`config.mk`:
```
export PLATFORM = sky130hd
export DESIGN_NAME = write_buffer_flat
export DESIGN_NICKNAME = d
export VERILOG_FILES = /design/src/source/cache_pkg.sv /design/src/source/cache_if.sv /design/src/source/write_buffer.sv /design/src/flat_wrapper.sv
export VERILOG_INCLUDE_DIRS = /design/src /design/src/source
export SDC_FILE = /design/constraint.sdc
export NUM_CORES = 1
export LEC_CHECK = 0
export ABC_AREA = 1
export ABC_CLOCK_PERIOD_IN_PS = 4420
export BUFFER_PORTS_ARGS = -buffer_cell sky130_fd_sc_hd__buf_2
export CELL_PAD_IN_SITES_DETAIL_PLACEMENT = 0
export CELL_PAD_IN_SITES_GLOBAL_PLACEMENT = 2
export CORE_ASPECT_RATIO = 1.4
export CORE_MARGIN = 2
export CORE_UTILIZATION = 27
export DETAILED_ROUTE_END_ITERATION = 10
export PLACE_DENSITY = 0.84
export SYNTH_ARGS = -nofsm -noshare
export SYNTH_HDL_FRONTEND = slang
export SYNTH_SLANG_ARGS = --single-unit
export TNS_END_PERCENT = 100
```
`constraint.sdc`:
```
create_clock -name i_clk -period 4.42 [get_ports i_clk]
set_input_delay 0.884 -clock i_clk [delete_from_list [all_inputs] [get_ports i_clk]]
set_output_delay 0.884 -clock i_clk [all_outputs]
set_load 0.01 [all_outputs]
```
`src/source/cache_cfg.svh`:
```
// cache geometry macros, included by both packages and by any RTL file that sizes arrays
`ifndef CACHE_CFG_SVH
`define CACHE_CFG_SVH

`define CACHE_ADDR_W     32 // byte address bits
`define CACHE_WORD_W     64 // core data word
`define CACHE_LINE_BYTES 32 // four words per line
`define CACHE_WAYS       2
`define CACHE_SETS       64

`endif
```
`src/source/cache_pkg.sv`:
```
// cache organization types shared by the controller, arrays and buffers
`default_nettype none

`include "cache_cfg.svh"

package cache_pkg;

  localparam int WORD_BYTES = `CACHE_WORD_W / 8;
  localparam int LINE_WORDS = `CACHE_LINE_BYTES / WORD_BYTES;
  localparam int OFFSET_W   = $clog2(`CACHE_LINE_BYTES); // byte offset in line
  localparam int INDEX_W    = $clog2(`CACHE_SETS);
  localparam int TAG_W      = `CACHE_ADDR_W - INDEX_W - OFFSET_W;
  localparam int WSEL_W     = $clog2(LINE_WORDS);         // addr bits 4:3

  typedef logic [`CACHE_WORD_W-1:0]        word_t;
  typedef logic [WORD_BYTES-1:0]           strb_t;
  typedef logic [INDEX_W-1:0]              index_t;
  typedef logic [TAG_W-1:0]                tag_t;
  typedef logic [WSEL_W-1:0]               word_sel_t;
  typedef logic [$clog2(`CACHE_WAYS)-1:0]  way_t;
  typedef logic [`CACHE_LINE_BYTES*8-1:0]  line_t;

  // one accepted core request
  typedef struct packed {
    logic      we;
    tag_t      tag;
    index_t    index;
    word_sel_t wsel;
    strb_t     strb;
    word_t     wdata;
  } req_t;

  typedef enum logic [2:0] {
    IDLE,
    LOOKUP,
    MISS,
    REPLACE,
    REFILL,
    RESTART
  } state_t;

endpackage

`default_nettype wire

```
`src/source/cache_if.sv`:
```
// array write and miss handshake interfaces connecting the cache units
`default_nettype none

`include "cache_cfg.svh"

// ------------------------------------------------------------
// single word write into the data array
// ------------------------------------------------------------
interface array_wr_if;
  logic                                                en;   // one-cycle strobe
  logic [$clog2(`CACHE_WAYS)-1:0]                      way;
  logic [$clog2(`CACHE_SETS)-1:0]                      index;
  logic [$clog2(`CACHE_LINE_BYTES*8/`CACHE_WORD_W)-1:0] word;
  logic [`CACHE_WORD_W/8-1:0]                          strb;
  logic [`CACHE_WORD_W-1:0]                            data;

  modport src  (output en, way, index, word, strb, data);
  modport sink (input en, way, index, word, strb, data);
  modport mon  (input en, way, index, word);
endinterface


`default_nettype wire

```
`src/source/write_buffer.sv`:
```
// one-entry store buffer that writes a store hit into the data array one cycle later
`default_nettype none

module write_buffer (
  input  wire logic            i_clk,
  input  wire logic            i_rst,
  input  wire logic            i_capture, // request completes this cycle
  input  wire cache_pkg::req_t i_req,
  input  wire cache_pkg::way_t i_way,
  array_wr_if.src              wb_wr
);

  logic                 pend;
  cache_pkg::way_t      way;
  cache_pkg::index_t    index;
  cache_pkg::word_sel_t word;
  cache_pkg::strb_t     strb;
  cache_pkg::word_t     data;

  always_ff @(posedge i_clk) begin
    if (i_rst) begin
      pend <= 1'b0;
    end else begin
      pend <= i_capture & i_req.we; // loads pass through untouched
    end
  end

  always_ff @(posedge i_clk) begin
    if (i_capture && i_req.we) begin
      way   <= i_way;
      index <= i_req.index;
      word  <= i_req.wsel;
      strb  <= i_req.strb;
      data  <= i_req.wdata;
    end
  end

  assign wb_wr.en    = pend;
  assign wb_wr.way   = way;
  assign wb_wr.index = index;
  assign wb_wr.word  = word;
  assign wb_wr.strb  = strb;
  assign wb_wr.data  = data;

endmodule

`default_nettype wire

```
`src/flat_wrapper.sv`:
```
// flat-port wrapper written by rule: the top's interface ports become plain ports
module write_buffer_flat 
  (i_clk, i_rst, i_capture, i_req, i_way, wb_wr_en, wb_wr_way, wb_wr_index, wb_wr_word, wb_wr_strb, wb_wr_data);
  array_wr_if wb_wr_i ();
  input  wire logic i_clk;
  input  wire logic i_rst;
  input  wire logic i_capture;
  input  wire cache_pkg::req_t i_req;
  input  wire cache_pkg::way_t i_way;
  output wire logic [$bits(wb_wr_i.en)-1:0] wb_wr_en;
  output wire logic [$bits(wb_wr_i.way)-1:0] wb_wr_way;
  output wire logic [$bits(wb_wr_i.index)-1:0] wb_wr_index;
  output wire logic [$bits(wb_wr_i.word)-1:0] wb_wr_word;
  output wire logic [$bits(wb_wr_i.strb)-1:0] wb_wr_strb;
  output wire logic [$bits(wb_wr_i.data)-1:0] wb_wr_data;
  assign wb_wr_en = wb_wr_i.en;
  assign wb_wr_way = wb_wr_i.way;
  assign wb_wr_index = wb_wr_i.index;
  assign wb_wr_word = wb_wr_i.word;
  assign wb_wr_strb = wb_wr_i.strb;
  assign wb_wr_data = wb_wr_i.data;
  write_buffer u_core (.i_clk(i_clk), .i_rst(i_rst), .i_capture(i_capture), .i_req(i_req), .i_way(i_way), .wb_wr(wb_wr_i));
endmodule
```
* Yosys cells after proc, flatten, opt, wreduce, memory -nomap -nowiden *
Cells that the tools add are included.

cells by class
  bitwise logic cells = 1
  reduce and logical (&&, ||, !) cells = 1

operators with widths
  kind               count
  bitwise AND 1 bit  1
  logical AND 1 bit  1

word-level totals
  register bits = 82
  input port bits = 106
  output and inout bits = 82

* Longest topological paths before layout *
  depth in word-level cells = 1
  depth in mapped cells = 2
  gate-level depth less buffers = 2

* Least setup slack after synthesis *
No wires, ideal clock.

  kind = input to register
  from = input port i_capture
  to = register u_core.data[0] (netlist: u_core.wb_wr.data[0]) (enable)
  library setup time = 0.435 ns
  arrival = 2.536 ns
  slack = 1.449 ns
  cell stages on the path = 2
  buffers on the path = 0
  cells stage by stage = nand2_1 -> inv_1

between the ends
  word-level cells in the longest chain between the ends = 1

RTL lines
  item                  RTL line            RTL
  from (decl)           flat_wrapper.sv:7   input wire logic i_capture;
  logical AND 1 bit     write_buffer.sv:29  if (i_capture && i_req.we) begin
  to (signal assigned)  write_buffer.sv:34  data <= i_req.wdata;
  to (decl)             write_buffer.sv:18  cache_pkg::word_t data;

Every way passes these cells.
A chain may end at the register's enable or synchronous reset.

* Final worst setup path *
  from = input port i_capture
  to = register u_core.data[36] (netlist: u_core.wb_wr.data[36]) (enable)

Same word-level chain as after synthesis.

==> impl_metrics.csv <==
group,metric,value,unit
timing,fin_crit,1890,ps
finish,drive_gt1_share,67.3,%
global_route,antenna_found_initial,0,
finish,layout_common_cells,"166 x buf_2, 81 x edfxtp_1, 9 x clkbuf_16, 3 x clkbuf_1",
floorplanning,start_util,27.6,%
synthesis,avgSynthCellArea,29.0,um2
cts,htreeDepth,3,
synthesis,synth-simple-area-share,0.406,%
floorplanning,ios,188,
synthesis,yosys_register_bits,82,
synthesis,yosysUniqueCellTypes,5,
finish,final_cells,376,
routing,dr.pass1.iters,4,
job,cap_violations,0,
routing,num_vias,1479,
routing,routedWlPerCell,14.7,um
setup_path,max_stage_delay,420,ps
global_route,grt_use_met3,4.91,%
setup_path,worstPathArrival,1930,ps
power,switching_share,19.6,%
power,clockPowerShare,39.7,%
power,ir_worst_vdd,0.203,mV
global_route,grt_pass1_wl,7.85,mm
floorplanning,placeableCoreArea,8930,um2
synthesis,synth_fa_ha_area_share,0,%
global_route,grt_overflow_total,0,
setup_path,crit_path_cell_trace,"buf_2 > nand2_1 > clkinv_2 > buf_4",
place,io_buffers,166,
cts,cts_sinks,82,
synthesis,synth-xor-area-share,0,%
finish,n_antenna_cell,0,
synthesis,synth_compound_area_share,0,%
setup_path,required,4460,ps
global_route,grt_pass1_vias,1547,
cts,cts.path.max_buffers,2,
place,finalWeightedCongestion,0.714,
timing,hold_viol_final,0,
cts,cts_buffers,9,
setup_path,cp-start-kind,"input pin",
setup_path,path_buf_inv,3,
global_route,grt.met1_usage,10.6,%
power,internal_power,0.00140,W
finish,layout_commonest_cell,"buf_2",
synthesis,yosysWarnings,0,
floorplanning,die_area,9920,um2
timing,clock.fmax,529,MHz
cts,cts_hold_buf,0,
synthesis,synth_top_family_by_area,"simple AND/OR/NAND/NOR gates",
routing,drtAntennaViolNets,0,
cts,clock_tree.root_cell,"clkbuf_16",
global_route,grt_busiest_layer,"met2",
timing,setup_tns,0,ps
power,seqPwrFrac,52.9,%
status,outcome,"finished clean",
setup_path,worstPathMaxFanout,30,
timing,post-route-period-util,42.7,%
cts,clk_pin_slew,60,ps
setup_path,end_kind,"flop",
synthesis,synth_area,2470,um2
global_route,grt_use_met2,19.9,%
floorplanning,die_height,117,um
timing,setup-violations-final,0,
synthesis,synth_fp_nets,191,
finish,final_net_count,370,
timing,tightest_slew,485,ps
power,power_density,469,nW/um2
synthesis,seq_area_frac_synth,99.4,%
timing,rsz0062_at_grt,"no",
global_route,grt_usage,11.0,%
setup_path,cp_slowest_cell,"buf_4",
worst_hold_path,min_path_type,"in -> reg",
cts,cts_resized,0,
power,p_leak,1.58,nW
routing,drt_iter0_drc,71,
cts,post_cts_buffers,0,
cts,cts_tree,"yes",
routing,viasPerCell,3.93,
synthesis,syn_inst,85,
timing,slew_headroom,67.6,%
setup_path,crit_family,"buffers and inverters",
global_route,grt_max_degree,31,
power,comb_power_share,7.4,%
routing,drc,0,
place,place_inst,360,
floorplanning,num_rows,41,
synthesis,synthMuxAreaShare,0,%
finish,nFillCells,859,
finish,final_core_util,41.7,%
floorplanning,die_w,84.8,um
routing,wirelength,5.53,mm
setup_path,criticalPathCategory,"in -> reg",
timing,maxSlewViolCount,0,
power,p_switching,0.000342,W
finish,area_growth,51.1,%
==> final timing paths <==
check	start	end	slack (ps)	depth (start not counted)
worst max-delay path	i_capture	u_core.wb_wr.data[36]	2530	4
worst min-delay path	i_rst	u_core.wb_wr.en	720	2
==> logic make-up (layout without fill, tap and decap cells) <==
kind of cell,after synthesis,count (layout)
AND/OR/NAND/NOR,2,2
flip-flops,82,82
buffers and inverters,1,185
==> synthesized netlist by cell type <==
| cell type | instances | area share [%] |
|---|---|---|
| nor2_2 | 1 | 0.25 |
| inv_1 | 1 | 0.15 |
| edfxtp_1 | 81 | 99 |
| dfxtp_1 | 1 | 0.81 |
| nand2_1 | 1 | 0.15 |
==> routing by layer <==
layer / share of wire (%) / routed length (um) / up-vias
met5: 0 / 0 / -
met1: 33 / 1800 / 696
met4: 1.7 / 96 / 0
met2: 58 / 3210 / 73
met3: 7.6 / 422 / 9
li1: - / - / 701
==> sequential cells by signal, summed over array words and instances (netlist names) <==
| signal | cells |
|---|---|
| u_core.wb_wr.strb | 8 |
| u_core.wb_wr.word | 2 |
| u_core.wb_wr.en | 1 |
| u_core.wb_wr.index | 6 |
| u_core.wb_wr.way | 1 |
| u_core.wb_wr.data | 64 |
==> area by class of cell <==
class                   instances  area [um2]  share of cell area (%)
flip-flops and latches         82        2450                    65.8
clock inverters                 4        42.5                    1.14
well taps                     107         134                    3.59
clock buffers                  12         236                    6.35
inverters                       1        5.00                   0.134
repair buffers                168         846                    22.7
multi-input cells               2        10.0                   0.269
==> power groups by stage <==
| stage | Clock, W | Combinational, W | Sequential (W) |
|---|---|---|---|
| finish | 0.000693 | 0.000129 | 0.000925 |
| detailed placement | 0 | 0.000131 | 0.000942 |
| global route | 0.000751 | 0.000140 | 0.000930 |
| CTS | 0.000714 | 0.000131 | 0.000926 |
| global placement | 0 | 0.000129 | 0.000938 |
| floorplan | 0 | 0.0000107 | 0.000973 |
==> stage by stage <==
step | total power [W] | hold WS, ps | setup WS, ps | instance area [um2]
6_report | 0.00175 | 717 | 2530 | 3730
3_5_place_dp | 0.00107 | 1050 | 2160 | 3450
5_1_grt | 0.00182 | 712 | 2420 | 3730
3_3_place_gp | 0.00107 | 1050 | 2200 | 3450
2_1_floorplan | 0.000983 | 951 | 1450 | 2470
4_1_cts | 0.00177 | 698 | 2520 | 3730
Note: power is estimated with default switching activity, not from simulation.
