==> config.mk <==
export PLATFORM = sky130hd
export DESIGN_NAME = tag_store_flat
export DESIGN_NICKNAME = d
export VERILOG_FILES = /design/src/source/cache_pkg.sv /design/src/source/cache_if.sv /design/src/source/tag_store.sv /design/src/flat_wrapper.sv
export VERILOG_INCLUDE_DIRS = /design/src /design/src/source
export SDC_FILE = /design/constraint.sdc
export NUM_CORES = 2
export LEC_CHECK = 0
export BUFFER_PORTS_ARGS = -buffer_cell sky130_fd_sc_hd__buf_4
export CORE_ASPECT_RATIO = 0.9
export CORE_MARGIN = 10
export CORE_UTILIZATION = 30
export CTS_CLUSTER_SIZE = 8
export DETAILED_ROUTE_END_ITERATION = 10
export GPL_TIMING_DRIVEN = 0
export REMOVE_ABC_BUFFERS = 1
export SLEW_MARGIN = 40
export SYNTH_ARGS = -nofsm -noshare
export SYNTH_HDL_FRONTEND = slang
export SYNTH_SLANG_ARGS = --single-unit
==> constraint.sdc <==
create_clock -name i_clk -period 4.42 [get_ports i_clk]
set_input_delay 0.442 -clock i_clk [delete_from_list [all_inputs] [get_ports i_clk]]
set_output_delay 0.442 -clock i_clk [all_outputs]
set_load 0.01 [all_outputs]
==> src/source/cache_cfg.svh <==
// cache geometry macros, included by both packages and by any RTL file that sizes arrays
`ifndef CACHE_CFG_SVH
`define CACHE_CFG_SVH

`define CACHE_ADDR_W     32 // byte address bits
`define CACHE_WORD_W     64 // core data word
`define CACHE_LINE_BYTES 32 // four words per line
`define CACHE_WAYS       2
`define CACHE_SETS       64

`endif
==> src/source/cache_pkg.sv <==
// cache organization types shared by the controller, arrays and buffers
`default_nettype none

`include "cache_cfg.svh"

package cache_pkg;

  localparam int WORD_BYTES = `CACHE_WORD_W / 8;
  localparam int LINE_WORDS = `CACHE_LINE_BYTES / WORD_BYTES;
  localparam int OFFSET_W   = $clog2(`CACHE_LINE_BYTES); // byte offset in line
  localparam int INDEX_W    = $clog2(`CACHE_SETS);
  localparam int TAG_W      = `CACHE_ADDR_W - INDEX_W - OFFSET_W;
  localparam int WSEL_W     = $clog2(LINE_WORDS);         // addr bits 4:3

  typedef logic [`CACHE_WORD_W-1:0]        word_t;
  typedef logic [WORD_BYTES-1:0]           strb_t;
  typedef logic [INDEX_W-1:0]              index_t;
  typedef logic [TAG_W-1:0]                tag_t;
  typedef logic [WSEL_W-1:0]               word_sel_t;
  typedef logic [$clog2(`CACHE_WAYS)-1:0]  way_t;
  typedef logic [`CACHE_LINE_BYTES*8-1:0]  line_t;

  // one accepted core request
  typedef struct packed {
    logic      we;
    tag_t      tag;
    index_t    index;
    word_sel_t wsel;
    strb_t     strb;
    word_t     wdata;
  } req_t;

  typedef enum logic [2:0] {
    IDLE,
    LOOKUP,
    MISS,
    REPLACE,
    REFILL,
    RESTART
  } state_t;

endpackage

`default_nettype wire

==> src/source/cache_if.sv <==
// array write and miss handshake interfaces connecting the cache units
`default_nettype none

`include "cache_cfg.svh"

// ------------------------------------------------------------
// single word write into the data array
// ------------------------------------------------------------
interface array_wr_if;
  logic                                                en;   // one-cycle strobe
  logic [$clog2(`CACHE_WAYS)-1:0]                      way;
  logic [$clog2(`CACHE_SETS)-1:0]                      index;
  logic [$clog2(`CACHE_LINE_BYTES*8/`CACHE_WORD_W)-1:0] word;
  logic [`CACHE_WORD_W/8-1:0]                          strb;
  logic [`CACHE_WORD_W-1:0]                            data;

  modport src  (output en, way, index, word, strb, data);
  modport sink (input en, way, index, word, strb, data);
  modport mon  (input en, way, index, word);
endinterface


`default_nettype wire

==> src/source/tag_store.sv <==
// tag, valid and dirty storage with hit compare and victim info per way
`default_nettype none

`include "cache_cfg.svh"

module tag_store (
  input  wire logic                    i_clk,
  input  wire logic                    i_rst,
  input  wire cache_pkg::index_t       i_index,
  input  wire cache_pkg::tag_t         i_tag,
  output logic                         o_hit,
  output cache_pkg::way_t              o_hit_way,
  output cache_pkg::tag_t              o_way_tag [`CACHE_WAYS],
  output logic [`CACHE_WAYS-1:0]       o_way_valid_dirty,
  input  wire logic                    i_fill_done,
  array_wr_if.mon                      wb_wr,
  array_wr_if.mon                      fill_wr
);

  cache_pkg::tag_t         tags  [`CACHE_WAYS][`CACHE_SETS];
  logic [`CACHE_SETS-1:0]  valid [`CACHE_WAYS];
  logic [`CACHE_SETS-1:0]  dirty [`CACHE_WAYS];

  always_ff @(posedge i_clk) begin
    if (i_rst) begin
      for (int w = 0; w < `CACHE_WAYS; w++) begin
        valid[w] <= '0;
        dirty[w] <= '0;
      end
    end else begin
      if (wb_wr.en) begin
        dirty[wb_wr.way][wb_wr.index] <= 1'b1; // store hit lands
      end
      if (i_fill_done) begin
        valid[fill_wr.way][fill_wr.index] <= 1'b1;
        dirty[fill_wr.way][fill_wr.index] <= 1'b0; // fresh line is clean
      end
    end
  end

  always_ff @(posedge i_clk) begin
    if (i_fill_done) begin
      tags[fill_wr.way][fill_wr.index] <= i_tag;
    end
  end

  // compare against the registered request
  always_comb begin
    o_hit     = 1'b0;
    o_hit_way = '0;
    for (int w = 0; w < `CACHE_WAYS; w++) begin
      o_way_tag[w]         = tags[w][i_index];
      o_way_valid_dirty[w] = valid[w][i_index] & dirty[w][i_index];
      if (valid[w][i_index] && tags[w][i_index] == i_tag) begin
        o_hit     = 1'b1;
        o_hit_way = cache_pkg::way_t'(w);
      end
    end
  end

endmodule

`default_nettype wire

==> src/flat_wrapper.sv <==
// flat-port wrapper written by rule: the top's interface ports become plain ports
module tag_store_flat 
  (i_clk, i_rst, i_index, i_tag, o_hit, o_hit_way, o_way_tag, o_way_valid_dirty, i_fill_done, wb_wr_en, wb_wr_way, wb_wr_index, wb_wr_word, fill_wr_en, fill_wr_way, fill_wr_index, fill_wr_word);
  array_wr_if wb_wr_i ();
  array_wr_if fill_wr_i ();
  input  wire logic i_clk;
  input  wire logic i_rst;
  input  wire cache_pkg::index_t i_index;
  input  wire cache_pkg::tag_t i_tag;
  output logic o_hit;
  output cache_pkg::way_t o_hit_way;
  output cache_pkg::tag_t o_way_tag[`CACHE_WAYS];
  output logic [`CACHE_WAYS-1:0] o_way_valid_dirty;
  input  wire logic i_fill_done;
  input wire logic [$bits(wb_wr_i.en)-1:0] wb_wr_en;
  input wire logic [$bits(wb_wr_i.way)-1:0] wb_wr_way;
  input wire logic [$bits(wb_wr_i.index)-1:0] wb_wr_index;
  input wire logic [$bits(wb_wr_i.word)-1:0] wb_wr_word;
  input wire logic [$bits(fill_wr_i.en)-1:0] fill_wr_en;
  input wire logic [$bits(fill_wr_i.way)-1:0] fill_wr_way;
  input wire logic [$bits(fill_wr_i.index)-1:0] fill_wr_index;
  input wire logic [$bits(fill_wr_i.word)-1:0] fill_wr_word;
  assign wb_wr_i.en = wb_wr_en;
  assign wb_wr_i.way = wb_wr_way;
  assign wb_wr_i.index = wb_wr_index;
  assign wb_wr_i.word = wb_wr_word;
  assign fill_wr_i.en = fill_wr_en;
  assign fill_wr_i.way = fill_wr_way;
  assign fill_wr_i.index = fill_wr_index;
  assign fill_wr_i.word = fill_wr_word;
  tag_store u_core (.i_clk(i_clk), .i_rst(i_rst), .i_index(i_index), .i_tag(i_tag), .o_hit(o_hit), .o_hit_way(o_hit_way), .o_way_tag(o_way_tag), .o_way_valid_dirty(o_way_valid_dirty), .i_fill_done(i_fill_done), .wb_wr(wb_wr_i), .fill_wr(fill_wr_i));
endmodule
**After elaboration in Yosys (flattened, before gate mapping)**

Memories as Yosys holds them, arrays and structs flattened.
Index checks and enable logic that the tools add are counted.

- Magnitude comparators: 8
- Equal/unequal tests: 2
- Multiplexer cells: 41
- Bitwise gates (word level): 4
- Reduce and logical (&&, ||, !) cells: 8

Operator list:

| operator | number |
|---|---|
| 1344-bit two-way mux | 1 |
| 64-bit two-way mux | 8 |
| 21-bit binary-select mux with 6-bit select | 2 |
| 64-bit OR reduction | 3 |
| 21-bit demux with 6-bit select | 1 |
| 21-bit two-way mux | 5 |
| 21-bit equality test | 2 |
| 1-bit binary-select mux with 6-bit select | 4 |
| 6-bit by 7-bit < comparator with 1-bit output, second input constant | 3 |
| 1-bit two-way mux | 18 |
| 7-bit >= comparator, second input constant | 2 |
| 6-bit inverter with 7-bit output | 2 |
| 1-bit demux with 6-bit select | 2 |
| 6-bit by 1-bit >= comparator with 1-bit output, second input constant | 2 |
| 7-bit by 1-bit < comparator with 1-bit output, second input constant | 1 |
| 1-bit logical AND | 5 |
| 1-bit AND | 2 |

- Register bits after elaboration: 0
- RAM bits: 2944
- Bits of input ports: 50
- Output and inout port bits: 46
- Logic and storage cells: 66
- Memories: 3

Memories:

| memory | depth | bits a word | rd ports | clocked after Yosys merged registers in | write ports | RTL line | text |
|---|---|---|---|---|---|---|---|
| u_core.tags | 2 | 1344 | 2 | 0 | 1 | tag_store.sv:20 | `` cache_pkg::tag_t tags [`CACHE_WAYS][`CACHE_SETS]; `` |
| u_core.dirty | 2 | 64 | 2 | 0 | 2 | tag_store.sv:22 | `` logic [`CACHE_SETS-1:0] dirty [`CACHE_WAYS]; `` |
| u_core.valid | 2 | 64 | 2 | 0 | 2 | tag_store.sv:21 | `` logic [`CACHE_SETS-1:0] valid [`CACHE_WAYS]; `` |

**Depth between registers and ports, before layout**

- Word-level depth: 8
- Gate-level depth with buffers: 16
- Gate-level depth less buffers: 9

**Worst setup path before layout**

Ideal clock, no wire load.

- Path kind: in2out
- Start point: input i_index[2]
- End point: output o_hit
- Data arrival time: 3.279 ns
- Data required time: 3.978 ns
- Slack: 0.699 ns
- Stages: 12
- Path buffers: 7
- Cell sequence: buf_4 > buf_4 > buf_4 > buf_4 > buf_2 > buf_2 > clkbuf_1 > a21oi_1 > nor4_1 > xnor2_1 > nand4b_1 > o41ai_1

RTL lines:

| item | RTL line | text |
|---|---|---|
| start, declared | flat_wrapper.sv:8 | `input wire cache_pkg::index_t i_index;` |
| end, declared | flat_wrapper.sv:10 | `output logic o_hit;` |

**Worst setup path after layout**

- Start point: input i_index[2]
- End point: output o_hit

- Longest elaborated chain between the ends: 8
- Elaborated cells between the ends (all ways): 17
- Classes of those cells: 2 x eq/ne; 12 x mux; 1 x bitwise; 2 x reduce/logical

Ends and longest elaborated chain:

| item | RTL line | text |
|---|---|---|
| 6-bit inverter with 7-bit output (not written as such) | tag_store.sv:54 | `if (valid[w][i_index] && tags[w][i_index] == i_tag) begin` |
| 21-bit binary-select mux with 6-bit select | tag_store.sv:54 |  |
| 21-bit two-way mux (not written as such) (2 in series) | tag_store.sv:54 |  |
| 21-bit equality test | tag_store.sv:54 |  |
| 1-bit logical AND | tag_store.sv:54 |  |
| 1-bit two-way mux | tag_store.sv:54 |  |
| 1-bit two-way mux (*) | tag_store.sv:54 |  |

Mark *: on every way between the ends. The rest lies on a longest branch, timed or not. The select of a mux whose other input is x is not followed.

==> impl_summary.txt <==
----------------------------------------------------
[Timing]
  Worst-margin pin slew ... 0.948 ns
  Count of endpoints failing hold in the final timing report ... 0
  Final setup violation count ... 2
  RSZ-0062 raised after global routing ... yes
  Worst hold slack after final layout ... 0.0898 ns
  Fin Setup TNS ... -0.845 ns
  Final clock skew ... 0 ns
  Setup slack of the critical path after layout ... -0.467 ns
  Tightest slew margin relative to the limit ... 36.8%
  Total count of max-transition violations in the final report ... 0
  Highest achievable clock rate ... 205 MHz
  Post-route minimum period ... 4.89 ns
  Final critical-path share of the clock period ... 111%

[Worst setup path]
  List of cells traversed by the critical path ... buf_16 -> buf_16 -> buf_16 -> buf_16 -> or2_4 -> buf_12 -> o221ai_1 -> a21oi_2 -> a211oi_4 -> or3_4 -> xor2_1 -> nor4_2 -> nand4_1 -> o41ai_4 -> buf_6 -> buf_6
  Most common cell type on the critical path ... sky130_fd_sc_hd__buf_16
  Classification of the worst setup path ... in2out
  Critical Path End Type ... output port
  Type of element launching the critical path ... primary input
  Maximum net fanout on the critical path ... 36
  CP arrival ... 4.45 ns
  Required time at the worst-slack endpoint ... 3.98 ns
  Slowest stage cell, crit path ... sky130_fd_sc_hd__a211oi_4
  Crit path largest cell delay ... 0.55 ns

[Placement]
  DP Wirelength ... 246 mm
  Dpl cells ... 11126
  Count of port buffers added during placement ... 90
  Worst setup timing slack at the placement stage ... -2.07 ns
  Routability-driven placement congestion ratio ... 0.905

[CTS]
  CTS sink count ... 2944
  Buffer levels on the longest clock path ... 4
  Number of buffers added by the clock tree synthesis step ... 418
  Clk_lat worst skew ... 0.98 ns
  Clock slew at reported path FFs ... 0.05 ns
  CTS tree ... done
  H-Tree Level Count ... 5
  Master cell of the clock root buffer ... sky130_fd_sc_hd__clkbuf_16

[Logic synthesis]
  Ranking of synthesized cells by instance count ... sky130_fd_sc_hd__edfxtp_1, sky130_fd_sc_hd__mux4_2, sky130_fd_sc_hd__nor2_1
  Cell with the most instances after synthesis ... sky130_fd_sc_hd__edfxtp_1
  Yosys warning count ... 0
  Register bit count reported by yosys ... 2944
  Ranking of synthesized cells by area ... sky130_fd_sc_hd__edfxtp_1, sky130_fd_sc_hd__mux4_2, sky130_fd_sc_hd__dfxtp_1, sky130_fd_sc_hd__mux2i_1, sky130_fd_sc_hd__nor2_1
  Yosys cell types ... 87
  Fraction of registers with async set/reset ... 0%
  Commonest register cell after synthesis ... sky130_fd_sc_hd__edfxtp_1
  Cell type with the highest aggregate area in the netlist ... sky130_fd_sc_hd__edfxtp_1
  Count of mapped cells out of synthesis ... 5933
  Area fraction of the dominant cell type after synthesis ... 70.4%
  Netlist area before placement ... 115000 um^2
  Number of enable flip-flop cells after synthesis ... 2688
  Sequential area share after synthesis ... 74.9%
  Average size of a mapped cell ... 19.3 um^2

[Drt]
  1st-iter DRT viols ... 11158
  Post-detailed-route via-to-cell ratio ... 5.64
  Residual antenna-violating net count after detailed routing ... 0
  Final wirelength ... 400 mm
  Detailed-route via count ... 67377
  Remaining DRCs ... 0
  Detailed-routing iteration count for the pre-antenna-repair pass ... 7
  WL per Instance ... 33.5 um

[Run status]
  Run status ... complete, but fails checks
  Violations in the final reports ... negative setup slack

[Power and ir drop]
  Switching power share of the total ... 22.1%
  Power density cells ... 440 nW/um^2
  Comb pwr share ... 6.8%
  Internal power of the cells ... 49.5 mW
  Peak ir drop on the vdd network ... 435 uV
  Part of the total power dissipated in the clock network ... 45.1%
  Leakage power of the design ... 46.3 nW
  Net Switching ... 14.0 mW
  Share of total power in sequential cells ... 48.1%

[Floorplan]
  Vertical extent of the die ... 606 um
  Width of the die ... 672 um
  Core Region ... 381000 um^2
  Die area ... 407000 um^2
  Initial Utilization ... 30.1%
  Count of standard-cell rows ... 215
  Number of I/O pins ... 96

[Final layout]
  Net total in the final layout ... 6678
  Final standard cell count with taps included and fillers excluded ... 11952
  Final core area utilization ... 37.9%
  Area growth from synthesis to final layout ... 25.9%
  Proportion of layout cells with a drive suffix above 1 ... 28.9%

[Flow run]
  Max-Cap Viols ... 0

[Hold path]
  Hold/Removal Path Class ... in2reg

[Global routing]
  Antenna violations before repair ... 46
  Overall fraction of global-route tracks in use ... 18.8%
  Via count of the first global-routing pass ... 64142
  Maximum number of pins on one net before global-route repair ... 136
  GRT Residual Overflow ... 0
  Global-route wire length before repair ... 539 mm

----------------------------------------------------
==> placed cells by master (no fill, tap or decap), types with 14 or more instances in the layout <==
cell | synthesis | routed
sky130_fd_sc_hd__diode_2 | 0 | 16
sky130_fd_sc_hd__buf_8 | 9 | 148
sky130_fd_sc_hd__bufbuf_16 | 0 | 42
sky130_fd_sc_hd__buf_4 | 61 | 126
sky130_fd_sc_hd__and3_1 | 19 | 19
sky130_fd_sc_hd__buf_12 | 8 | 20
sky130_fd_sc_hd__clkbuf_16 | 0 | 429
sky130_fd_sc_hd__buf_16 | 0 | 211
sky130_fd_sc_hd__a21oi_1 | 192 | 173
sky130_fd_sc_hd__a21oi_2 | 0 | 15
sky130_fd_sc_hd__a22o_1 | 17 | 17
sky130_fd_sc_hd__mux2i_1 | 309 | 301
sky130_fd_sc_hd__a31oi_1 | 19 | 15
sky130_fd_sc_hd__a22oi_1 | 234 | 226
sky130_fd_sc_hd__dlygate4sd3_1 | 0 | 45
sky130_fd_sc_hd__nand2_1 | 120 | 106
sky130_fd_sc_hd__o221ai_1 | 24 | 15
sky130_fd_sc_hd__mux2_2 | 15 | 15
sky130_fd_sc_hd__xor2_1 | 16 | 15
sky130_fd_sc_hd__inv_1 | 18 | 14
sky130_fd_sc_hd__nand4_1 | 20 | 20
sky130_fd_sc_hd__nor3_1 | 94 | 79
sky130_fd_sc_hd__nand3_1 | 65 | 57
sky130_fd_sc_hd__nor2_1 | 475 | 337
sky130_fd_sc_hd__nand2b_1 | 27 | 16
sky130_fd_sc_hd__nor2b_4 | 0 | 16
sky130_fd_sc_hd__edfxtp_1 | 2688 | 2688
sky130_fd_sc_hd__dfxtp_1 | 256 | 256
sky130_fd_sc_hd__mux4_2 | 594 | 595
sky130_fd_sc_hd__clkbuf_1 | 115 | 200
sky130_fd_sc_hd__o22ai_1 | 74 | 63
sky130_fd_sc_hd__nor2_4 | 1 | 136
==> final cells by class <==
type | instances | area [um^2]
Sequential cell | 2944 | 85800
Fill cell | 33956 | 237000
Tap cell | 5099 | 6380
Timing Repair Buffer | 611 | 11400
Multi-Input combinational cell | 2634 | 29100
Clock buffer | 624 | 11400
Clock inverter | 5 | 98.8
Inverter | 19 | 113
Antenna cell | 16 | 40.0
==> cells by family after synthesis <==
group | after synthesis | synth area share, %
AO/OA/AOI/OAI | 723 | 4.36
XOR/XNOR | 31 | 0.237
buffers and inverters | 356 | 1.92
flip-flops | 2944 | 74.9
multiplexers | 931 | 14.8
AND/OR/NAND/NOR | 948 | 3.80
==> timing repair <==
| item | in CTS | in global routing |
|---|---|---|
| setup buffers | 46 | 17 |
| hold buffers | 27 | 19 |
| pin swaps | 27 | 14 |
| cloned | 47 | 6 |
| setup endpoints to repair | 36 | 2 |
| resized for setup | 149 | 44 |
| endpoints found under the hold margin | 295 | 944 |
==> stage by stage <==
stage,cell area [um^2],power (mW)
after floorplan,113000,32.3
after global placement,120000,34.8
after detailed placement,129000,34.7
after CTS,143000,63.5
after global routing,144000,65.0
final,144000,63.5
==> layer usage <==
metal  share of wire [%]  wire, um  track usage (%)  up-vias
li1                    -         -                -    25897
met1                  37    147000             24.8    35508
met2                  45    181000             29.0     5017
met3                  13     51300             5.40      939
met4                 5.0     20200             8.35       16
met5               0.027       110                0        -
==> worst paths after layout <==
path                                          start                  end  slack (ns)  depth (start not counted)
worst max-delay path                     i_index[2]                o_hit       -0.47                         16
worst min-delay path                    i_fill_done   u_core.dirty[0][3]        0.09                          3
worst max register to register  u_core.dirty[0][32]  u_core.dirty[0][32]        3.16                          3
worst min register to register  u_core.valid[0][15]  u_core.valid[0][15]        0.47                          2
==> state kept, by name, summed over array words and instances, names as in the netlist <==
signal / cells
u_core.dirty: 128
u_core.tags: 2688
u_core.valid: 128
==> power by group through the flow <==
stage / Combinational [mW] / Clock [mW] / Sequential, mW
after detailed placement: 3.63 / 0 / 31.1
after floorplan: 1.25 / 0 / 31.1
after global routing: 4.42 / 30.0 / 30.5
final: 4.35 / 28.6 / 30.5
after global placement: 3.68 / 0 / 31.1
after CTS: 4.10 / 28.8 / 30.6
==> critical path, delay by kind of cell <==
family / cells / cell delay [ns]
AO/OA/AOI/OAI: 4 / 1.46
AND/OR/NAND/NOR: 4 / 1.07
XOR/XNOR: 1 / 0.10
buffers and inverters: 7 / 1.24
Note: power is estimated with default switching activity, not from simulation.
