**src/source/cache_cfg.svh**
```systemverilog
// cache geometry macros, included by both packages and by any RTL file that sizes arrays
`ifndef CACHE_CFG_SVH
`define CACHE_CFG_SVH

`define CACHE_ADDR_W     32 // byte address bits
`define CACHE_WORD_W     64 // core data word
`define CACHE_LINE_BYTES 32 // four words per line
`define CACHE_WAYS       2
`define CACHE_SETS       64

`endif
```
**src/source/mem_pkg.sv**
```systemverilog
// memory bus types for line transfers between the cache and the bus
`default_nettype none

`include "cache_cfg.svh"

package mem_pkg;

  localparam int BEATS = `CACHE_LINE_BYTES / (`CACHE_WORD_W / 8); // words per line

  typedef logic [`CACHE_ADDR_W-1:0]  line_addr_t; // low offset bits always zero
  typedef logic [$clog2(BEATS)-1:0]  beat_t;

endpackage

`default_nettype wire

```
**src/source/cache_pkg.sv**
```systemverilog
// cache organization types shared by the controller, arrays and buffers
`default_nettype none

`include "cache_cfg.svh"

package cache_pkg;

  localparam int WORD_BYTES = `CACHE_WORD_W / 8;
  localparam int LINE_WORDS = `CACHE_LINE_BYTES / WORD_BYTES;
  localparam int OFFSET_W   = $clog2(`CACHE_LINE_BYTES); // byte offset in line
  localparam int INDEX_W    = $clog2(`CACHE_SETS);
  localparam int TAG_W      = `CACHE_ADDR_W - INDEX_W - OFFSET_W;
  localparam int WSEL_W     = $clog2(LINE_WORDS);         // addr bits 4:3

  typedef logic [`CACHE_WORD_W-1:0]        word_t;
  typedef logic [WORD_BYTES-1:0]           strb_t;
  typedef logic [INDEX_W-1:0]              index_t;
  typedef logic [TAG_W-1:0]                tag_t;
  typedef logic [WSEL_W-1:0]               word_sel_t;
  typedef logic [$clog2(`CACHE_WAYS)-1:0]  way_t;
  typedef logic [`CACHE_LINE_BYTES*8-1:0]  line_t;

  // one accepted core request
  typedef struct packed {
    logic      we;
    tag_t      tag;
    index_t    index;
    word_sel_t wsel;
    strb_t     strb;
    word_t     wdata;
  } req_t;

  typedef enum logic [2:0] {
    IDLE,
    LOOKUP,
    MISS,
    REPLACE,
    REFILL,
    RESTART
  } state_t;

endpackage

`default_nettype wire

```
**src/source/cache_if.sv**
```systemverilog
// array write and miss handshake interfaces connecting the cache units
`default_nettype none

`include "cache_cfg.svh"

// ------------------------------------------------------------
// single word write into the data array
// ------------------------------------------------------------
interface array_wr_if;
  logic                                                en;   // one-cycle strobe
  logic [$clog2(`CACHE_WAYS)-1:0]                      way;
  logic [$clog2(`CACHE_SETS)-1:0]                      index;
  logic [$clog2(`CACHE_LINE_BYTES*8/`CACHE_WORD_W)-1:0] word;
  logic [`CACHE_WORD_W/8-1:0]                          strb;
  logic [`CACHE_WORD_W-1:0]                            data;

  modport src  (output en, way, index, word, strb, data);
  modport sink (input en, way, index, word, strb, data);
  modport mon  (input en, way, index, word);
endinterface

// ------------------------------------------------------------
// controller to miss unit
// ------------------------------------------------------------
interface miss_if;
  logic                                                            start; // first MISS cycle
  logic [$clog2(`CACHE_SETS)-1:0]                                  index;
  logic [`CACHE_ADDR_W-$clog2(`CACHE_SETS)-$clog2(`CACHE_LINE_BYTES)-1:0] tag;
  logic                                                            done;  // last refill beat

  modport ctrl (output start, index, tag, input done);
  modport miss (input start, index, tag, output done);
endinterface

`default_nettype wire

```
**src/source/miss_unit.sv**
```systemverilog
// miss handling: victim choice, dirty write-back, line read and refill into the array
`default_nettype none

`include "cache_cfg.svh"

module miss_unit (
  input  wire logic                i_clk,
  input  wire logic                i_rst,
  miss_if.miss                     miss,
  input  wire cache_pkg::tag_t     i_way_tag [`CACHE_WAYS],
  input  wire logic [`CACHE_WAYS-1:0] i_way_valid_dirty,
  input  wire cache_pkg::line_t    i_victim_line [`CACHE_WAYS],
  output logic                     o_rd_req,
  output mem_pkg::line_addr_t      o_rd_addr,
  input  wire logic                i_rd_rdy,
  input  wire logic                i_ret_valid,
  input  wire logic                i_ret_last,
  input  wire cache_pkg::word_t    i_ret_data,
  output logic                     o_wr_req,
  output mem_pkg::line_addr_t      o_wr_addr,
  output cache_pkg::line_t         o_wr_data,
  input  wire logic                i_wr_rdy,
  output logic                     o_fill_done,
  array_wr_if.src                  fill_wr
);

  cache_pkg::state_t phase;   // IDLE, MISS, REPLACE, REFILL
  cache_pkg::way_t   toggle;  // free running victim pick
  cache_pkg::way_t   vic_way;
  mem_pkg::beat_t    beat;
  logic              need_wb;

  assign need_wb   = i_way_valid_dirty[vic_way];

  // ------------------------------------------------------------
  // bus side
  // ------------------------------------------------------------
  assign o_wr_req  = (phase == cache_pkg::MISS) && need_wb && i_wr_rdy;
  assign o_wr_addr = {i_way_tag[vic_way], miss.index, {cache_pkg::OFFSET_W{1'b0}}};
  assign o_wr_data = i_victim_line[vic_way]; // read still held from acceptance
  assign o_rd_req  = (phase == cache_pkg::REPLACE);
  assign o_rd_addr = {miss.tag, miss.index, {cache_pkg::OFFSET_W{1'b0}}};

  // ------------------------------------------------------------
  // refill writes, one full word per beat
  // ------------------------------------------------------------
  assign fill_wr.en    = (phase == cache_pkg::REFILL) && i_ret_valid;
  assign fill_wr.way   = vic_way;
  assign fill_wr.index = miss.index;
  assign fill_wr.word  = beat;
  assign fill_wr.strb  = '1;
  assign fill_wr.data  = i_ret_data;
  assign o_fill_done   = fill_wr.en && i_ret_last;
  assign miss.done     = o_fill_done;

  always_ff @(posedge i_clk) begin
    if (i_rst) begin
      phase  <= cache_pkg::IDLE;
      toggle <= '0;
    end else begin
      toggle <= toggle + 1'b1;
      case (phase)
        cache_pkg::IDLE:    if (miss.start) phase <= cache_pkg::MISS;
        cache_pkg::MISS:    if (!need_wb || i_wr_rdy) phase <= cache_pkg::REPLACE; // wb pulse
        cache_pkg::REPLACE: if (i_rd_rdy) phase <= cache_pkg::REFILL;
        cache_pkg::REFILL:  if (o_fill_done) phase <= cache_pkg::IDLE;
        default:            phase <= cache_pkg::IDLE;
      endcase
    end
  end

  always_ff @(posedge i_clk) begin
    if (miss.start) begin
      vic_way <= toggle;
    end
    if (phase == cache_pkg::REPLACE) begin
      beat <= '0;             // words return from word 0
    end else if (fill_wr.en) begin
      beat <= beat + 1'b1;
    end
  end

endmodule

`default_nettype wire

```
**src/flat_wrapper.sv**
```systemverilog
// flat-port wrapper written by rule: the top's interface ports become plain ports
module miss_unit_flat 
  (i_clk, i_rst, i_way_tag, i_way_valid_dirty, i_victim_line, o_rd_req, o_rd_addr, i_rd_rdy, i_ret_valid, i_ret_last, i_ret_data, o_wr_req, o_wr_addr, o_wr_data, i_wr_rdy, o_fill_done, miss_start, miss_index, miss_tag, miss_done, fill_wr_en, fill_wr_way, fill_wr_index, fill_wr_word, fill_wr_strb, fill_wr_data);
  miss_if miss_i ();
  array_wr_if fill_wr_i ();
  input  wire logic i_clk;
  input  wire logic i_rst;
  input  wire cache_pkg::tag_t i_way_tag[`CACHE_WAYS];
  input  wire logic [`CACHE_WAYS-1:0] i_way_valid_dirty;
  input  wire cache_pkg::line_t i_victim_line[`CACHE_WAYS];
  output logic o_rd_req;
  output mem_pkg::line_addr_t o_rd_addr;
  input  wire logic i_rd_rdy;
  input  wire logic i_ret_valid;
  input  wire logic i_ret_last;
  input  wire cache_pkg::word_t i_ret_data;
  output logic o_wr_req;
  output mem_pkg::line_addr_t o_wr_addr;
  output cache_pkg::line_t o_wr_data;
  input  wire logic i_wr_rdy;
  output logic o_fill_done;
  input wire logic [$bits(miss_i.start)-1:0] miss_start;
  input wire logic [$bits(miss_i.index)-1:0] miss_index;
  input wire logic [$bits(miss_i.tag)-1:0] miss_tag;
  output wire logic [$bits(miss_i.done)-1:0] miss_done;
  output wire logic [$bits(fill_wr_i.en)-1:0] fill_wr_en;
  output wire logic [$bits(fill_wr_i.way)-1:0] fill_wr_way;
  output wire logic [$bits(fill_wr_i.index)-1:0] fill_wr_index;
  output wire logic [$bits(fill_wr_i.word)-1:0] fill_wr_word;
  output wire logic [$bits(fill_wr_i.strb)-1:0] fill_wr_strb;
  output wire logic [$bits(fill_wr_i.data)-1:0] fill_wr_data;
  assign miss_i.start = miss_start;
  assign miss_i.index = miss_index;
  assign miss_i.tag = miss_tag;
  assign miss_done = miss_i.done;
  assign fill_wr_en = fill_wr_i.en;
  assign fill_wr_way = fill_wr_i.way;
  assign fill_wr_index = fill_wr_i.index;
  assign fill_wr_word = fill_wr_i.word;
  assign fill_wr_strb = fill_wr_i.strb;
  assign fill_wr_data = fill_wr_i.data;
  miss_unit u_core (.i_clk(i_clk), .i_rst(i_rst), .miss(miss_i), .i_way_tag(i_way_tag), .i_way_valid_dirty(i_way_valid_dirty), .i_victim_line(i_victim_line), .o_rd_req(o_rd_req), .o_rd_addr(o_rd_addr), .i_rd_rdy(i_rd_rdy), .i_ret_valid(i_ret_valid), .i_ret_last(i_ret_last), .i_ret_data(i_ret_data), .o_wr_req(o_wr_req), .o_wr_addr(o_wr_addr), .o_wr_data(o_wr_data), .i_wr_rdy(i_wr_rdy), .o_fill_done(o_fill_done), .fill_wr(fill_wr_i));
endmodule
```
**config.mk**
```make
export PLATFORM = sky130hd
export DESIGN_NAME = miss_unit_flat
export DESIGN_NICKNAME = d
export VERILOG_FILES = /design/src/source/mem_pkg.sv /design/src/source/cache_pkg.sv /design/src/source/cache_if.sv /design/src/source/miss_unit.sv /design/src/flat_wrapper.sv
export VERILOG_INCLUDE_DIRS = /design/src /design/src/source
export SDC_FILE = /design/constraint.sdc
export NUM_CORES = 1
export LEC_CHECK = 0
export BUFFER_PORTS_ARGS = -buffer_cell sky130_fd_sc_hd__buf_2
export CAP_MARGIN = 40
export CORE_AREA = 2 2 409 411
export DETAILED_ROUTE_END_ITERATION = 6
export DIE_AREA = 0 0 411 413
export GPL_ROUTABILITY_DRIVEN = 0
export PLACE_DENSITY_LB_ADDON = 0.25
export SYNTH_ARGS = -nofsm -noshare
export SYNTH_HDL_FRONTEND = slang
export SYNTH_SLANG_ARGS = --single-unit
```
**constraint.sdc**
```tcl
create_clock -name i_clk -period 1.7 [get_ports i_clk]
set_clock_uncertainty 0.05 [all_clocks]
set_input_delay 0.17 -clock i_clk [delete_from_list [all_inputs] [get_ports i_clk]]
set_output_delay 0.17 -clock i_clk [all_outputs]
set_load 0.03 [all_outputs]
```
; ---- Yosys cells after proc, flatten, opt, wreduce, memory -nomap -nowiden
; Cells that the tools add are included.
[word_totals]
regBits = 7
in_bits = 654
output_inout_bits = 406
word_cells = 37
[op_classes]
add_sub_neg = 2
order_cmp = 2
n_eq_ne = 7
mux = 13
bitwise = 1
n_reduce_logical = 8
[op_table]
columns = operator, count
row1 = $mux 256, 3
row2 = $mux 21, 3
row3 = $mux 3, 4
row4 = $pmux 3 s4, 1
row5 = $eq 3x2->1 const B, 2
row6 = $ne 2x2->1 const B, 3
row7 = $logic_and 1x1->1, 4
row8 = $reduce_and 4->1, 1
row9 = $eq 3x3->1 const B, 1
row10 = $logic_not 3->1, 1
row11 = $add 2x1->2 const B, 1
row12 = $ge 2x2->1 const B, 1
row13 = $lt 1x2->1 const B, 1
row14 = $mux 1, 2
row15 = $ne 2x1->1 const B, 1
row16 = $not 1->2, 1
row17 = $add 1x1->1 const B, 1
row18 = $logic_not 1->1, 1
row19 = $logic_or 1x1->1, 1

; ---- Logic depth before layout (Yosys ltp)
[logic_depth]
ltp_word = 6
mapped_depth = 4
ltp_nobuf = 3

; ---- Least setup slack after synthesis
; OpenSTA, ideal clock, no wires.
[synth_path]
path_kind = register to output
from = reg u_core.vic_way (netlist: u_core.fill_wr.way)
to = out o_wr_req
arrival_ps = 1935
path_slack_ps = -455
path_stages_with_launch = 4
path_cell_list = edfxtp_1 -> buf_6 -> mux2i_1 -> nor4b_1
[synth_via]
elab_chain_cells = 4
[synth_lines]
columns = item, line
row1 = from (decl), miss_unit.sv:29  ; cache_pkg::way_t vic_way;
row2 = from (signal assigned), miss_unit.sv:74  ; vic_way <= toggle;
row3 = $mux 1 (not written as such) (2 in series), miss_unit.sv:33  ; assign need_wb = i_way_valid_dirty[vic_way];
row4 = $logic_and 1x1->1 (2 in series), miss_unit.sv:38  ; assign o_wr_req = (phase == cache_pkg::MISS) && need_wb && i_wr_rdy;
row5 = to (decl), flat_wrapper.sv:17  ; output logic o_wr_req;
; No other way between the ends. The select of a mux whose other input is x is not followed.

; ---- Worst setup path after layout
[layout_path]
from = reg u_core.vic_way (netlist: u_core.fill_wr.way)
to = out o_wr_data[131]
[layout_via]
elab_chain_cells = 4
[layout_lines]
columns = item, line
row1 = $not 1->2 (not written as such), miss_unit.sv:40  ; assign o_wr_data = i_victim_line[vic_way];
row2 = $mux 256 (not written as such) (3 in series), miss_unit.sv:40
row3 = to (decl), flat_wrapper.sv:19  ; output cache_pkg::line_t o_wr_data;
; No other way between the ends. The select of a mux whose other input is x is not followed.

==> impl_summary.txt <==
----------------------------------------------------
[Synthesis]
  Top-count cell post-synth ... mux2_4
  Area contributors post-synth ... mux2_4, buf_4, mux2_2
  Most instantiated flip-flop cell in the synthesis netlist ... dfxtp_1
  List of most frequent post-synthesis cells ... mux2_4, buf_4, mux2_2, buf_6, buf_8
  Number of synthesized flops with an enable pin ... 1
  Proportion of synthesized flip-flops having asynchronous set or reset ... 0%
  Seq/Total Area, Yosys ... between 2 and 3%
  Library cell occupying the most area in the post-synthesis netlist ... mux2_4
  Number of distinct library cell variants in the gate-level netlist after synthesis ... 26
  #FFs+latches synth ... 7
  Fraction of synthesized cell area taken by the top area cell type ... between 60% and 70%
  Yosys warns ... 0
  Gate Count Post-Synth ... about 470
  Post-synthesis instance area ... 0.00562 mm^2
  Mean area per synthesized cell ... between 10 and 15 um^2

[Finish]
  Number of nets in the finished design ... ~1900
  Fill cells ... between 15000 and 20000
  Share of layout cells above drive strength 1 ... 96.3%
  Relative area change from synthesis to final layout ... 146%

[Pwr]
  Highest ir drop seen on vdd ... roughly 250 uV
  Power per cell area ... 470 mW/mm^2
  Sequential Power Share ... roughly 3.1%
  Share of total power in the clock network ... 6.2%
  Relative contribution of combinational cells to total power ... between 90% and 100%
  Overall power consumption ... ~6.5 mW
  Switching component of the power ... about 3.6 mW
  Switching Fraction ... a little over half
  Static leakage power ... approximately 6.6 nW
  Internal power consumption ... slightly below 3 mW

[Critical path]
  Startpoint of the most critical register-to-register path ... u_core.fill_wr.way
  Depth of the most critical reg-to-reg path ... 6
  Critical R2R Capture ... u_core.phase[2]
  Data arrival time of the critical path ... approximately 1.8 ns
  Buffers and inverters on the worst path ... 5
  Master of the slowest instance on the critical path ... edfxtp_1
  Family with the most delay on the worst path ... buffers and inverters
  Critical path fanouts, max ... 7
  CP required ... 1.48 ns
  Flop-to-flop setup slack ... 0.19 ns
  Critical Path Source Type ... register
  Delay of the slowest critical-path stage ... 0.40 ns
  Worst setup path class ... reg2out
  Dominant cell type by count on the critical path ... buf_12
  Ordered cell list for the critical path ... buf_12, buf_16, buf_12, clkbuf_16, mux2_4, buf_6
  Kind of end point of the critical path ... output port

[Drt]
  Vias/cell ... ~2.2
  Final routed wirelength across all metal layers ... approximately 100000 um
  DR pass1 iterations ... 5
  Remaining routing DRC violations ... 0
  Remaining antenna violation count ... 0
  Vias after detailed routing ... between 7000 and 8000
  Wire length per cell after detailed routing ... about 29 um
  Number of design-rule violations left by the first detailed-router iteration ... 476

[GRT]
  Pin count of the biggest net entering global routing ... 29
  Global-route usage over all layers ... around 11%
  Via count of the first global-routing pass ... roughly 7500
  Global-route wire length before repair ... 113000 um
  Total gr overflow ... 0
  Number of antenna violations at the first check in global routing ... just under 60

[Clocking]
  Clock latency of the later-clocked register in the worst-skew pair ... between 0.2 and 0.25 ns
  Clock-pin slew reported for the worst setup and hold paths after clock tree synthesis ... around 0.04 ns
  Number of buffers added by the clock tree synthesis step ... 3
  CTS tree ... yes
  Clk root buf ... clkbuf_16
  CTS Sinks ... 7
  Number of buffers on the longest clock path ... 2
  Hold buffer count at CTS ... 0
  Max H-tree Level ... 1

[Hold path]
  Worst hold path cell count ... 2
  Classification of the worst-slack hold path ... in2reg
  Worst hold path startpoint ... i_rst
  WHS Endpoint ... u_core.toggle

[Die]
  Die outline width ... around 400 um
  Chip height ... between 400 and 500 um
  Core region area ... 0.166 mm^2
  Row cnt ... 150
  Area enclosed by the die boundary ... between 0.15 and 0.2 mm^2
  Initial cell density of the core ... ~3.4%
  IO Count ... between 1000 and 1500

[Placement]
  Final HPWL from detailed placement ... ~93000 um
  IO Port Bufs ... around 850

[Timing]
  Slew Limit Fails ... 0
  Peak Freq ... between 500 and 600 MHz
  Hold Fails Final Rpt ... 0
  Final count of negative-setup-slack endpoints ... about 280
  Crit share post-route ... 117%
  Unrepaired setup endpoints after global routing ... yes
  Sum Neg Setup Slack ... -59.35 ns
  Shortest period the worst path allows ... 1.98 ns
  Worst setup margin ... -0.281 ns

[Run]
  Maximum capacitance violations ... 0

[Status]
  Outcome ... complete, but fails checks
  Violated checks ... setup timing

----------------------------------------------------
[worst register-to-register path, stage by stage, from the launching register on]
cell	delay, ns
edfxtp_1	0.40
buf_12	0.19
buf_4	0.14
mux2i_1	0.11
buf_4	0.15
nor4_2	0.26
nor4_2	0.09
[placed cells by master, fill, tap and decap left out]
cell type	count
buf_12	21
nand2_1	3
mux2_2	25
nand2b_1	2
nor2b_1	1
nor4b_4	1
and3b_1	1
dfxtp_1	6
and2_1	1
and4bb_2	1
conb_1	18
mux2i_1	2
edfxtp_1	1
clkbuf_1	1
a21oi_1	3
nor3_1	1
buf_4	65
clkbuf_16	10
nor2_1	2
nor4_2	2
buf_2	644
nand3b_1	1
xnor2_1	1
buf_16	14
diode_2	12
nor3b_1	1
buf_8	26
nor4b_2	1
mux2_4	252
or3_1	1
buf_6	122
[flip-flops by register name, indices dropped and copies added, names as in the netlist]
signal	flops
u_core.fill_wr.way	1
u_core.fill_wr.word	2
u_core.phase	3
u_core.toggle	1
[metal layers]
metal | track usage [%] | wire length [um] | vias to the layer above
met2 | 17.7 | 45100 | 790
met1 | 13.7 | 41600 | 3582
met4 | 1.23 | 2380 | 36
met3 | 4.40 | 10700 | 140
met5 | 0 | 358 | -
li1 | - | - | 3087
[stage by stage]
stage	instance area, um^2	hold WS (ns)	utilization, %	setup WS, ns	std cells
6_report	13800	0.140	8.32	-0.281	3446
5_1_grt	13800	0.148	8.31	-0.312	3440
4_1_cts	13100	0.134	7.89	-0.306	3426
3_5_place_dp	11800	0.290	7.10	-0.157	3412
2_1_floorplan	5700	0.187	-	0.0459	481
3_3_place_gp	11800	0.290	7.10	-0.181	3412
[timing repair]
action,CTS,global route
setup endpoints to repair,277,279
cloned,9,7
pin swaps,0,0
setup buffers,1,1
gates resized for setup,312,187
[power by group through the flow]
stage	Clock (mW)	Combinational [mW]	Sequential, mW
after floorplan	0	3.00	0.227
after global placement	0	5.19	0.207
after detailed placement	0	5.16	0.206
after CTS	0.409	5.75	0.203
after global routing	0.423	6.11	0.206
final	0.400	5.89	0.202
[cells by family (layout without fill, tap and decap cells)]
kind of cell	count (synthesis)	in the layout	share of synthesized area, %
xor+xnor	1	1	0.156
compound gates	3	3	0.267
mux	279	279	71.2
flops	7	7	2.67
simple gates	19	19	2.49
buf+inv	154	903	23.1
other cells	2	30	0.134
[cell type report]
type | instances | area [um^2] | area share (%)
antenna | 12 | 30.0 | 0.218
multi-input combinational | 320 | 4330 | 31.4
sequential | 7 | 150 | 1.09
timing repair buffer | 899 | 6460 | 46.8
clock buffer | 4 | 78.8 | 0.571
tap | 2204 | 2760 | 20.0
[how the worst max path moves through the flow]
stage | cells after the start | startpoint | endpoint
2_1_floorplan | 4 | u_core.phase[0] | o_fill_done
3_5_place_dp | 4 | u_core.fill_wr.way | o_wr_data[9]
6_report | 6 | u_core.fill_wr.way | o_wr_data[131]
5_1_grt | 6 | u_core.fill_wr.way | o_wr_data[138]
3_3_place_gp | 4 | u_core.fill_wr.way | o_wr_data[9]
4_1_cts | 5 | u_core.fill_wr.way | o_wr_data[253]
(Power assumes the default switching activity.)
